==> src/mpd_pkg.sv <==
// Shared sizes, index types, request structs and header union for the packet dealer
`default_nettype none

package mpd_pkg;

  // ==========================================================
  // Sizes
  // ==========================================================
  // Width of one frame byte
  localparam int BYTE_W    = 8;
  // Frame slots in the packet table
  localparam int NUM_SLOTS = 4;
  // Longest frame in bytes
  localparam int MEM_DEPTH = 64;
  // Header bytes shown to the firewall
  localparam int HDR_LEN   = 20;

  // ==========================================================
  // Index and data types
  // ==========================================================
  typedef logic [BYTE_W-1:0]                byte_t;
  typedef logic [$clog2(NUM_SLOTS)-1:0]     slot_t;
  typedef logic [$clog2(MEM_DEPTH)-1:0]     addr_t;
  // One bit wider than addr_t so a full slot length fits
  typedef logic [$clog2(MEM_DEPTH+1)-1:0]   len_t;

  // One accepted input byte
  typedef struct packed {
    logic  en;
    logic  first;
    logic  last;
    byte_t data;
  } wr_req_t;

  // Byte read from one slot
  typedef struct packed {
    logic  en;
    slot_t slot;
    addr_t addr;
  } rd_req_t;

  // Release of one slot
  typedef struct packed {
    logic  en;
    slot_t slot;
  } free_req_t;

  // Ethernet header fields, network order, first byte at the top
  typedef struct packed {
    logic [47:0] dst_mac;
    logic [47:0] src_mac;
    logic [15:0] ether_type;
    logic [47:0] rest;
  } hdr_fields_t;

  // Same 160 bits seen as fields or as frame bytes
  // Lane 0 is the most significant byte, which is dst_mac[47:40]
  typedef union packed {
    hdr_fields_t                fields;
    byte_t [0:HDR_LEN-1]        lanes;
  } hdr_u;

endpackage

`default_nettype wire

==> src/header_capture.sv <==
// Captures the leading header bytes of each received frame and presents them once per frame
`default_nettype none

module header_capture (
  input  wire logic             CLK,
  input  wire logic             RST_N,
  input  wire mpd_pkg::wr_req_t wr,
  output logic                  hdr_valid,
  output mpd_pkg::hdr_u         hdr
);

  // Byte position in the frame, saturates at HDR_LEN
  logic [$clog2(mpd_pkg::HDR_LEN+1)-1:0] cnt;
  logic [$clog2(mpd_pkg::HDR_LEN+1)-1:0] idx;

  // Position of the byte on wr this cycle
  assign idx = wr.first ? '0 : cnt;

  always_ff @(posedge CLK or negedge RST_N) begin
    if (!RST_N) begin
      cnt       <= '0;
      hdr_valid <= 1'b0;
    end else begin
      if (wr.en && idx < mpd_pkg::HDR_LEN)
        cnt <= idx + 1'b1;
      // One pulse per frame, right after the last byte
      hdr_valid <= wr.en && wr.last;
    end
  end

  // Header lanes, held until the next frame starts
  always_ff @(posedge CLK) begin
    // Short frames leave the unused lanes at zero
    if (wr.en && wr.first)
      hdr <= '0;
    if (wr.en && idx < mpd_pkg::HDR_LEN)
      hdr.lanes[idx] <= wr.data;
  end

endmodule

`default_nettype wire

==> src/mpd_top.sv <==
// Top level of the packet dealer, connecting table, header capture, receiver and transmitter
`default_nettype none

module mpd_top (
  input  wire logic           CLK,
  input  wire logic           RST_N,
  // Input frame stream
  input  wire logic           rx_valid,
  input  wire mpd_pkg::byte_t rx_data,
  input  wire logic           rx_last,
  output logic                rx_ready,
  // Firewall decision
  input  wire logic           fw_valid,
  input  wire logic           fw_safe,
  // Header towards the firewall
  output logic                hdr_valid,
  output mpd_pkg::hdr_u       hdr,
  // Output frame stream
  output logic                tx_valid,
  output mpd_pkg::byte_t      tx_data,
  output logic                tx_last
);

  mpd_pkg::wr_req_t   wr;
  mpd_pkg::free_req_t rx_free;
  mpd_pkg::free_req_t tx_free;
  mpd_pkg::rd_req_t   rd;
  mpd_pkg::slot_t     free_slot;
  logic               any_free;
  mpd_pkg::byte_t     rd_data;
  mpd_pkg::len_t      slot_len;
  logic               push;
  mpd_pkg::slot_t     push_slot;

  // ==========================================================
  // Blocks
  // ==========================================================
  slot_table i_slot_table (
    .CLK       (CLK),
    .RST_N     (RST_N),
    .wr        (wr),
    .rx_free   (rx_free),
    .tx_free   (tx_free),
    .rd        (rd),
    .free_slot (free_slot),
    .any_free  (any_free),
    .rd_data   (rd_data),
    .slot_len  (slot_len)
  );

  header_capture i_header_capture (
    .CLK       (CLK),
    .RST_N     (RST_N),
    .wr        (wr),
    .hdr_valid (hdr_valid),
    .hdr       (hdr)
  );

  rx_dealer i_rx_dealer (
    .CLK       (CLK),
    .RST_N     (RST_N),
    .rx_valid  (rx_valid),
    .rx_data   (rx_data),
    .rx_last   (rx_last),
    .rx_ready  (rx_ready),
    .fw_valid  (fw_valid),
    .fw_safe   (fw_safe),
    .free_slot (free_slot),
    .any_free  (any_free),
    .wr        (wr),
    .rx_free   (rx_free),
    .push      (push),
    .push_slot (push_slot)
  );

  tx_engine i_tx_engine (
    .CLK       (CLK),
    .RST_N     (RST_N),
    .push      (push),
    .push_slot (push_slot),
    .rd        (rd),
    .rd_data   (rd_data),
    .slot_len  (slot_len),
    .tx_valid  (tx_valid),
    .tx_last   (tx_last),
    .tx_data   (tx_data),
    .tx_free   (tx_free)
  );

endmodule

`default_nettype wire

==> src/rx_dealer.sv <==
// Receive controller that stores each input frame and acts on the firewall decision
`default_nettype none

module rx_dealer (
  input  wire logic             CLK,
  input  wire logic             RST_N,
  input  wire logic             rx_valid,
  input  wire mpd_pkg::byte_t   rx_data,
  input  wire logic             rx_last,
  output logic                  rx_ready,
  input  wire logic             fw_valid,
  input  wire logic             fw_safe,
  input  wire mpd_pkg::slot_t   free_slot,
  input  wire logic             any_free,
  output mpd_pkg::wr_req_t      wr,
  output mpd_pkg::free_req_t    rx_free,
  output logic                  push,
  output mpd_pkg::slot_t        push_slot
);

  typedef enum logic [1:0] {
    S_IDLE,
    S_RECV,
    S_WAIT_FW
  } state_t;

  state_t         state;
  logic           accept;
  logic           free_en;
  // Slot taken by the frame now in flight
  mpd_pkg::slot_t cur_slot;

  // ==========================================================
  // Input side
  // ==========================================================
  // Idle takes a new frame only with a slot to put it in
  assign rx_ready = (state == S_IDLE && any_free) || state == S_RECV;
  assign accept   = rx_valid && rx_ready;

  always_comb begin
    wr.en    = accept;
    wr.first = accept && state == S_IDLE;
    wr.last  = accept && rx_last;
    wr.data  = rx_data;
  end

  // ==========================================================
  // Frame FSM
  // ==========================================================
  always_ff @(posedge CLK or negedge RST_N) begin
    if (!RST_N) begin
      state    <= S_IDLE;
      cur_slot <= '0;
      push     <= 1'b0;
      free_en  <= 1'b0;
    end else begin
      // Decision strobes last one cycle
      push    <= 1'b0;
      free_en <= 1'b0;
      case (state)
        S_IDLE: begin
          if (accept) begin
            cur_slot <= free_slot;
            state    <= rx_last ? S_WAIT_FW : S_RECV;
          end
        end
        S_RECV: begin
          if (accept && rx_last)
            state <= S_WAIT_FW;
        end
        S_WAIT_FW: begin
          // Safe goes to the transmit queue, unsafe is dropped
          if (fw_valid) begin
            push    <= fw_safe;
            free_en <= !fw_safe;
            state   <= S_IDLE;
          end
        end
        default: state <= S_IDLE;
      endcase
    end
  end

  // cur_slot stays put until the next first byte, past the decision cycle
  assign push_slot = cur_slot;

  always_comb begin
    rx_free.en   = free_en;
    rx_free.slot = cur_slot;
  end

  // Firewall only answers a header that is pending
  a_fw_in_wait: assert property (@(posedge CLK) disable iff (!RST_N)
    fw_valid |-> state == S_WAIT_FW)
    else $error("firewall decision outside wait state");

endmodule

`default_nettype wire

==> src/slot_table.sv <==
// Packet table holding frame bytes per slot, with valid bits, lengths and free slot search
`default_nettype none

module slot_table (
  input  wire logic               CLK,
  input  wire logic               RST_N,
  input  wire mpd_pkg::wr_req_t   wr,
  input  wire mpd_pkg::free_req_t rx_free,
  input  wire mpd_pkg::free_req_t tx_free,
  input  wire mpd_pkg::rd_req_t   rd,
  output mpd_pkg::slot_t          free_slot,
  output logic                    any_free,
  output mpd_pkg::byte_t          rd_data,
  output mpd_pkg::len_t           slot_len
);

  // ==========================================================
  // Storage
  // ==========================================================
  mpd_pkg::byte_t mem [mpd_pkg::NUM_SLOTS][mpd_pkg::MEM_DEPTH];
  mpd_pkg::len_t  len [mpd_pkg::NUM_SLOTS];

  // Slot holds a complete frame
  logic [mpd_pkg::NUM_SLOTS-1:0] valid;

  // Frame under reception
  logic           writing;
  mpd_pkg::slot_t wr_slot;
  mpd_pkg::addr_t wr_addr;

  // Target of the byte on wr this cycle
  mpd_pkg::slot_t cur_slot;
  mpd_pkg::addr_t cur_addr;

  // First byte opens the slot found free, at address zero
  assign cur_slot = wr.first ? free_slot : wr_slot;
  assign cur_addr = wr.first ? '0 : wr_addr;

  // ==========================================================
  // Free slot search
  // ==========================================================
  always_comb begin
    free_slot = '0;
    any_free  = 1'b0;
    // Walk downwards so the lowest free slot wins
    for (int s = mpd_pkg::NUM_SLOTS - 1; s >= 0; s--) begin
      if (!valid[s] && !(writing && wr_slot == mpd_pkg::slot_t'(s))) begin
        free_slot = mpd_pkg::slot_t'(s);
        any_free  = 1'b1;
      end
    end
  end

  // Length of the slot being read, used by the sequencer
  assign slot_len = len[rd.slot];

  // ==========================================================
  // Slot state
  // ==========================================================
  always_ff @(posedge CLK or negedge RST_N) begin
    if (!RST_N) begin
      valid   <= '0;
      writing <= 1'b0;
      wr_slot <= '0;
      wr_addr <= '0;
    end else begin
      if (wr.en) begin
        wr_slot <= cur_slot;
        wr_addr <= cur_addr + mpd_pkg::addr_t'(1);
        if (wr.first)
          writing <= 1'b1;
        // Last byte closes the frame and publishes the slot
        if (wr.last) begin
          writing         <= 1'b0;
          valid[cur_slot] <= 1'b1;
        end
      end
      // Releases from the firewall path and the transmit path
      if (rx_free.en)
        valid[rx_free.slot] <= 1'b0;
      if (tx_free.en)
        valid[tx_free.slot] <= 1'b0;
    end
  end

  // Byte memory, lengths and registered read port
  always_ff @(posedge CLK) begin
    if (wr.en)
      mem[cur_slot][cur_addr] <= wr.data;
    if (wr.en && wr.last)
      len[cur_slot] <= mpd_pkg::len_t'(cur_addr) + mpd_pkg::len_t'(1);
    if (rd.en)
      rd_data <= mem[rd.slot][rd.addr];
  end

  // ==========================================================
  // Checks
  // ==========================================================
  // Receiver only opens a frame when a slot is available
  a_first_needs_free: assert property (@(posedge CLK) disable iff (!RST_N)
    wr.en && wr.first |-> any_free)
    else $error("frame started with no free slot");

  // Both release paths only hit slots that hold a frame
  a_rx_free_valid: assert property (@(posedge CLK) disable iff (!RST_N)
    rx_free.en |-> valid[rx_free.slot])
    else $error("rx free of an empty slot");

  a_tx_free_valid: assert property (@(posedge CLK) disable iff (!RST_N)
    tx_free.en |-> valid[tx_free.slot])
    else $error("tx free of an empty slot");

  // Address wraps to zero only after MEM_DEPTH bytes
  a_no_overflow: assert property (@(posedge CLK) disable iff (!RST_N)
    wr.en && !wr.first |-> writing && wr_addr != '0)
    else $error("frame longer than slot");

endmodule

`default_nettype wire

==> src/tx_engine.sv <==
// Transmit engine with a queue of approved slots that streams each frame out byte by byte
`default_nettype none

module tx_engine (
  input  wire logic             CLK,
  input  wire logic             RST_N,
  input  wire logic             push,
  input  wire mpd_pkg::slot_t   push_slot,
  output mpd_pkg::rd_req_t      rd,
  input  wire mpd_pkg::byte_t   rd_data,
  input  wire mpd_pkg::len_t    slot_len,
  output logic                  tx_valid,
  output logic                  tx_last,
  output mpd_pkg::byte_t        tx_data,
  output mpd_pkg::free_req_t    tx_free
);

  // ==========================================================
  // Queue of approved slots
  // ==========================================================
  mpd_pkg::slot_t                          q [mpd_pkg::NUM_SLOTS];
  mpd_pkg::slot_t                          wptr;
  mpd_pkg::slot_t                          rptr;
  logic [$clog2(mpd_pkg::NUM_SLOTS+1)-1:0] count;

  // Sequencer state
  logic           pop;
  logic           busy;
  logic           issuing;
  logic           last_addr;
  mpd_pkg::slot_t act_slot;
  mpd_pkg::addr_t nxt_addr;
  // Read issued last cycle, data lands in rd_data now
  logic           rd_pend;
  logic           rd_pend_last;
  logic           free_en;

  // Idle engine takes the oldest approved slot
  assign pop = !busy && count != '0;

  always_ff @(posedge CLK or negedge RST_N) begin
    if (!RST_N) begin
      wptr  <= '0;
      rptr  <= '0;
      count <= '0;
    end else begin
      if (push)
        wptr <= wptr + 1'b1;
      if (pop)
        rptr <= rptr + 1'b1;
      if (push && !pop)
        count <= count + 1'b1;
      else if (!push && pop)
        count <= count - 1'b1;
    end
  end

  always_ff @(posedge CLK) begin
    if (push)
      q[wptr] <= push_slot;
  end

  // ==========================================================
  // Read sequencer
  // ==========================================================
  // Address zero goes out in the pop cycle itself
  always_comb begin
    rd.en   = pop || issuing;
    rd.slot = pop ? q[rptr] : act_slot;
    rd.addr = pop ? '0 : nxt_addr;
  end

  assign last_addr = mpd_pkg::len_t'(rd.addr) + mpd_pkg::len_t'(1) == slot_len;

  always_ff @(posedge CLK or negedge RST_N) begin
    if (!RST_N) begin
      busy         <= 1'b0;
      issuing      <= 1'b0;
      act_slot     <= '0;
      nxt_addr     <= '0;
      rd_pend      <= 1'b0;
      rd_pend_last <= 1'b0;
      tx_valid     <= 1'b0;
      tx_last      <= 1'b0;
      free_en      <= 1'b0;
    end else begin
      if (pop) begin
        busy     <= 1'b1;
        act_slot <= q[rptr];
        issuing  <= !last_addr;
        nxt_addr <= mpd_pkg::addr_t'(1);
      end else if (issuing) begin
        nxt_addr <= nxt_addr + mpd_pkg::addr_t'(1);
        if (last_addr)
          issuing <= 1'b0;
      end
      // Engine stays busy until the final byte has left
      if (tx_last)
        busy <= 1'b0;
      // Two-stage pipe from address to output byte
      rd_pend      <= rd.en;
      rd_pend_last <= rd.en && last_addr;
      tx_valid     <= rd_pend;
      tx_last      <= rd_pend_last;
      // Slot goes back to the table the cycle after tx_last
      free_en      <= tx_last;
    end
  end

  always_ff @(posedge CLK) begin
    tx_data <= rd_data;
  end

  // act_slot only changes at the next pop, which comes no earlier than this release
  always_comb begin
    tx_free.en   = free_en;
    tx_free.slot = act_slot;
  end

  // Queue never overflows, one entry per slot is enough
  a_no_push_full: assert property (@(posedge CLK) disable iff (!RST_N)
    push |-> count != mpd_pkg::NUM_SLOTS)
    else $error("push into full transmit queue");

endmodule

`default_nettype wire

==> config.mk <==
export PLATFORM = sky130hd
export DESIGN_NAME = mpd_top
export DESIGN_NICKNAME = d
export VERILOG_FILES = /design/src/mpd_pkg.sv /design/src/header_capture.sv /design/src/mpd_top.sv /design/src/rx_dealer.sv /design/src/slot_table.sv /design/src/tx_engine.sv
export SDC_FILE = /design/constraint.sdc
export NUM_CORES = 2
export LEC_CHECK = 0
export BUFFER_PORTS_ARGS = -buffer_cell sky130_fd_sc_hd__buf_2
export CAP_MARGIN = 20
export CORE_UTILIZATION = 45
export CTS_CLUSTER_SIZE = 16
export DETAILED_ROUTE_END_ITERATION = 16
export PLACE_DENSITY = 0.58
export SLEW_MARGIN = 20
export SYNTH_ARGS = -nofsm -noshare
export SYNTH_HDL_FRONTEND = slang
export SYNTH_HIERARCHICAL = 1
export SYNTH_SLANG_ARGS = --single-unit
==> constraint.sdc <==
create_clock -name CLK -period 7.7 [get_ports CLK]
set_input_delay 1.54 -clock CLK [delete_from_list [all_inputs] [get_ports CLK]]
set_output_delay 1.54 -clock CLK [all_outputs]
set_load 0.02 [all_outputs]
After elaboration in Yosys (flattened, before gate mapping)
Memories as Yosys holds them, arrays and structs flattened. Cells that the tools add are included.

Output and inout port bits: 172. Logic and storage cells: 174. Register bits after elaboration: 223. Bits in writable memories: 2084. Input port bits: 14. Memories: 3.

Memories: i_slot_table.mem (depth 4, bits a word 512, read ports 1, clocked after Yosys merged registers in 0, write ports 1, RTL line slot_table.sv:20) `mpd_pkg::byte_t mem [mpd_pkg::NUM_SLOTS][mpd_pkg::MEM_DEPTH];`; i_slot_table.len (depth 4, bits a word 7, read ports 1, clocked after Yosys merged registers in 0, write ports 1, RTL line slot_table.sv:21) `mpd_pkg::len_t len [mpd_pkg::NUM_SLOTS];`; i_tx_engine.q (depth 4, bits a word 2, read ports 1, clocked after Yosys merged registers in 0, write ports 1, RTL line tx_engine.sv:21) `mpd_pkg::slot_t q [mpd_pkg::NUM_SLOTS];`.

$add $sub $neg: 9. Magnitude comparators: 12. Muxes and demuxes: 59. Bitwise operators: 8. Equality and inequality tests: 9. Reduce and logical (&&, ||, !) cells: 49.

Operators with widths (count): $mux W512 (1); $mux W160 (2); $bwmux W160 (1); $bmux W8 S6 (1); $demux W8 S6 (1); $demux W8 S5 (1); $mux W8 (4); $logic_and A1 B1 Y1 (24); $mux W6 (4); $mux W1 (23); $mux W2 (10); $mux W4 (4); $add A6 B1 Y7 const B (2); $ge A7 B7 Y1 const B (2); $not A6 Y7 (2); $logic_not A1 Y1 (13); $add A6 B1 Y6 const B (2); $lt A2 B3 Y1 const B (3); $and A4 B4 Y4 (2); $not A4 Y4 (2); $reduce_bool A2 Y1 (4); $eq A7 B7 Y1 (1); $lt A7 B1 Y1 const B (1); $demux W1 S2 (3); other kinds (22) (33).

Longest topological paths before layout
Depth in word-level cells: 24. Mapped depth: 18. Mapped depth without buffers: 11.

Hierarchy
Netlist, hierarchy kept.

Modules (own cells, without submodules): slot_table (area each 81712.1 µm², times used 1, cells each 3772, sequential area each 62905.3 µm²); header_capture (area each 6274.8 µm², times used 1, cells each 603, sequential area each 3353.2 µm²); tx_engine (area each 1726.7 µm², times used 1, cells each 144, sequential area each 950.9 µm²); rx_dealer (area each 355.3 µm², times used 1, cells each 32, sequential area each 150.1 µm²).

Worst setup path before layout
Ideal clock, no wire load.

Path type: register to register. Start point: reg i_tx_engine/count[0] in the netlist's numbering. End point: reg i_tx_engine.issuing. Setup time: 0.129 ns. Path buffers: 7. Clock period less this slack: 3.757 ns. Path slack: 3.943 ns. Required time: 7.571 ns. Arrival: 3.628 ns. Cell stages (with the launch flop): 18. Cell sequence: dfrtp_1 > nor3_4 > nor2_2 > clkbuf_1 > nand2_1 > nand2_1 > buf_6 > buf_6 > buf_6 > buf_4 > buf_4 > buf_6 > mux4_2 > xor2_1 > xnor2_1 > nor4b_1 > nor3_1 > o41a_1.

RTL lines: start, declared (RTL line tx_engine.sv:24) `logic [$clog2(mpd_pkg::NUM_SLOTS+1)-1:0] count;`; start signal, assigned (RTL line tx_engine.sv:52) `count <= count + 1'b1;`; start signal, assigned (RTL line tx_engine.sv:54) `count <= count - 1'b1;`; end signal, assigned (RTL line tx_engine.sv:90) `issuing <= !last_addr;`; end, declared (RTL line tx_engine.sv:29) `logic issuing;`.

==> flow_metrics.env <==
export IMPL_power_density_nw_per_um2=357.7
export IMPL_critical_path_startpoint_type="flip-flop"
export IMPL_drt_initial_drc_count=4289
export IMPL_cp_end_kind="flip-flop"
export IMPL_ys_dominant_reg_cell="sky130_fd_sc_hd__edfxtp_1"
export IMPL_syn_area_um2=90070
export IMPL_post_layout_nonfiller_instances=7621
export IMPL_dr_wl_cell_um=28.70
export IMPL_setup_tns_ns=0
export IMPL_worstPathCellList="nor3_4 > nor2_2 > inv_2 > nand2_1 > nand2_4 > buf_4 > buf_12 > mux4_2 > mux4_2 > mux2i_1 > o21ai_0 > o22ai_1 > nor3_1"
export IMPL_io_pins=186
export IMPL_start_util=0.4548
export IMPL_post_cts_buffers=0
export IMPL_via_count=44470
export IMPL_remaining_drc_errors=0
export IMPL_clock_network_latency_to_the_later_pin_of_the_worst_skew_pair_ns=0.86
export IMPL_syn_num_nets=4574
export IMPL_totalWireLength_um=218800
export IMPL_final_hold_worst_slack_ns=0.3486
export IMPL_fp_coreArea_um2=198000
export IMPL_htree_num_levels=4
export IMPL_worstPathBufferInverterCount=3
export IMPL_nets=4810
export IMPL_layout_drive_gt1_share=0.2454
export IMPL_mostFrequentLayoutCell="sky130_fd_sc_hd__edfxtp_1"
export IMPL_arrival_ns=6.01
export IMPL_post_drt_via_cell_ratio=5.835
export IMPL_cts_root_buf="sky130_fd_sc_hd__clkbuf_16"
export IMPL_synth_seq_area_share=0.7479
export IMPL_cpLargestDelayFamily="multiplexers"
export IMPL_tightestPinTransition_ns=1.276
export IMPL_critical_path_most_common_cell="sky130_fd_sc_hd__mux4_2"
export IMPL_synth_top_family_by_area="multiplexers"
export IMPL_critical_path_slowest_cell="sky130_fd_sc_hd__mux4_2"
export IMPL_critical_path_max_stage_delay_ns=0.62
export IMPL_final_min_clock_period_ns=5.427
export IMPL_yosysWarningCount=6
export IMPL_critical_path_startpoint="i_tx_engine/count[0]"
export IMPL_power_static_leakage_uw=0.03316
export IMPL_setup_viol=0
export IMPL_basic_gate_share_of_the_synthesized_area_counting_and_or_nand_and_nor_cells=0.03906
export IMPL_timing_rr_start="i_tx_engine/count[0]"
export IMPL_global_route_overflow_total=0
export IMPL_syn_avg_cell_area_um2=19.79
export IMPL_cts_reportedPaths_clkPinSlew_ns=0.06
export IMPL_rsz0062_at_grt="false"
export IMPL_synth_fa_ha_area_frac=0.001334
export IMPL_path_max_fanout=64
export IMPL_max_rail_drop_vdd_mv=0.2809
export IMPL_reg2reg_slack_ns=2.27
export IMPL_max_cap_violations=0
export IMPL_clockBufferDepth=3
export IMPL_synth_cell_types=84
export IMPL_clock_sinks=2307
export IMPL_hold_start="i_slot_table/rd_data[5]"
export IMPL_chipWidth_um=449.4
export IMPL_gp_congestion=0.8096
export IMPL_synth_seq_cells=2307
export IMPL_hpwl_um=129000
export IMPL_core_rowCount=163
export IMPL_count_of_final_hold_check_violations=0
export IMPL_layout_cells_most_common_list="sky130_fd_sc_hd__edfxtp_1 (2,092), sky130_fd_sc_hd__mux4_2 (523), sky130_fd_sc_hd__mux2i_1 (325)"
export IMPL_die_y_um=449.4
export IMPL_clock_buffers_created_by_tritoncts=229
export IMPL_worst_slew_margin_rel=0.1493
export IMPL_post_synth_inst_count=4551
export IMPL_grt_antenna_before_repair=7
export IMPL_timing_fmax_mhz=184.3
export IMPL_period_share=0.7049
export IMPL_hold_path_class="flip-flop to flip-flop"
export IMPL_grt_start_max_net_pins=197
export IMPL_cts_repair_resized=0
export IMPL_first_global_vias=45170
export IMPL_worst_setup_skew_after_layout_ns=0.05497
export IMPL_postLayoutCoreUtil=0.5117
export IMPL_totalPowerFinal_uw=36250
export IMPL_cts_tree="built"
export IMPL_synth_async_sr_flop_share=0.02037
export IMPL_synth_mux_area_fraction=0.1706
export IMPL_dp_cells=7195
export IMPL_synth_edff_count=2092
export IMPL_drtAntennaViolNets=0
export IMPL_synth_compound_area_share=0.02095
export IMPL_place_port_buffers=185
export IMPL_slew_viol_final=0
export IMPL_yosys_area_share_xor_xnor=0.002042
export IMPL_grt_pass1_wl_um=319800
export IMPL_criticalPathCategory="flip-flop to flip-flop"
export IMPL_gr_usage_all_layers=0.2162
export IMPL_outcome="finished, final reports clean"
export IMPL_quantity_of_hold_fixing_buffers_added_after_cts=0
export IMPL_drtPass1Iterations=6
export IMPL_die_area_um2=201900
export IMPL_worstPathRequired_ns=8.29
export IMPL_area_growth_synth_to_final_pct=12.52
[Yosys cell counts, drive strengths merged, types with 8 or more instances]
cell type / n / area, um2
or4: 9 / 67.56
nand2b: 27 / 168.9
mux4: 523 / 11780
clkbuf: 102 / 384.1
xor2: 10 / 87.58
dfxtp: 168 / 3363
and2: 15 / 95.09
o211ai: 9 / 67.56
a22o: 12 / 105.1
nand3: 15 / 80.08
nor3: 46 / 241.5
dfrtp: 47 / 1176
inv: 23 / 86.33
ha: 8 / 100.1
nor4: 8 / 56.30
mux2i: 325 / 3253
a2111oi: 10 / 87.58
nand2: 287 / 1115
o22ai: 54 / 337.8
clkinv: 10 / 37.54
xnor2: 11 / 96.34
nor2b: 9 / 56.30
nand3b: 9 / 67.56
nor4b: 8 / 121.4
edfxtp: 2092 / 62820
a21oi: 47 / 239.0
mux2: 29 / 334.1
buf: 164 / 1126
nor2: 313 / 1180
o221ai: 56 / 490.5
o21ai: 16 / 80.07
[worst paths after layout]
check,cells past startpoint,endpoint
setup / recovery,13,i_slot_table/rd_data[0]
hold / removal,0,i_tx_engine/tx_data[5]
setup reg to reg,13,i_slot_table/rd_data[0]
hold reg to reg,0,i_tx_engine/tx_data[5]
max in group asynchronous,2,i_slot_table/wr_addr[5]
min in group asynchronous,2,i_rx_dealer/state[0]
[where the power goes]
part | switching (uW) | internal, uW | leakage, uW
Sequential | 360 | 14200 | 0.0208
Clock | 4760 | 6260 | 0.00366
Combinational | 6500 | 4180 | 0.00873
Total | 11600 | 24600 | 0.0332
[per-layer routing]
metal  share of wire  track usage  up-vias
met4           0.024      0.05903        2
met5        0.000050            0        -
met3           0.063      0.03616      293
met2            0.48       0.3419     1428
li1                -            -    18910
met1            0.43       0.3113    23830
[flip-flops by register name, summed over array words and instances, names as in the netlist, 6 cells and up]
register              flops
i_tx_engine/tx_data       8
i_tx_engine/nxt_addr      6
i_tx_engine/q             8
i_slot_table/rd_data      8
i_slot_table/wr_addr      6
i_header_capture/hdr    160
i_slot_table/len         28
i_slot_table/mem       2048
[logic make-up (layout without fill, tap and decap cells)]
family	after synthesis	count (layout)
other	0	2
AOI/OAI and AO/OA	261	261
adders and majority gates	9	9
and+or+nand+nor	777	777
muxes	877	877
buffers and inverters	299	727
DFF	2307	2307
xor gates and xnor gates	21	21
[layout make-up]
cell class,count,area (um2)
flip-flops and latches,2307,67360
clock buffers,296,6195
fillers,15680,96690
repair buffers,271,1863
inverters,33,126.4
multi-input cells,1945,21190
diodes,2,5.005
clock inverters,127,1297
well taps,2640,3303
[metrics by stage]
step | cell area [um2] | setup slack, ns
after global placement | 93810 | 2.012
after detailed placement | 93830 | 1.983
final | 101300 | 2.273
after global routing | 101300 | 1.807
after CTS | 101300 | 2.093
after floorplan | 90070 | 3.943
No activity file was read; power rests on OpenSTA's default activity.
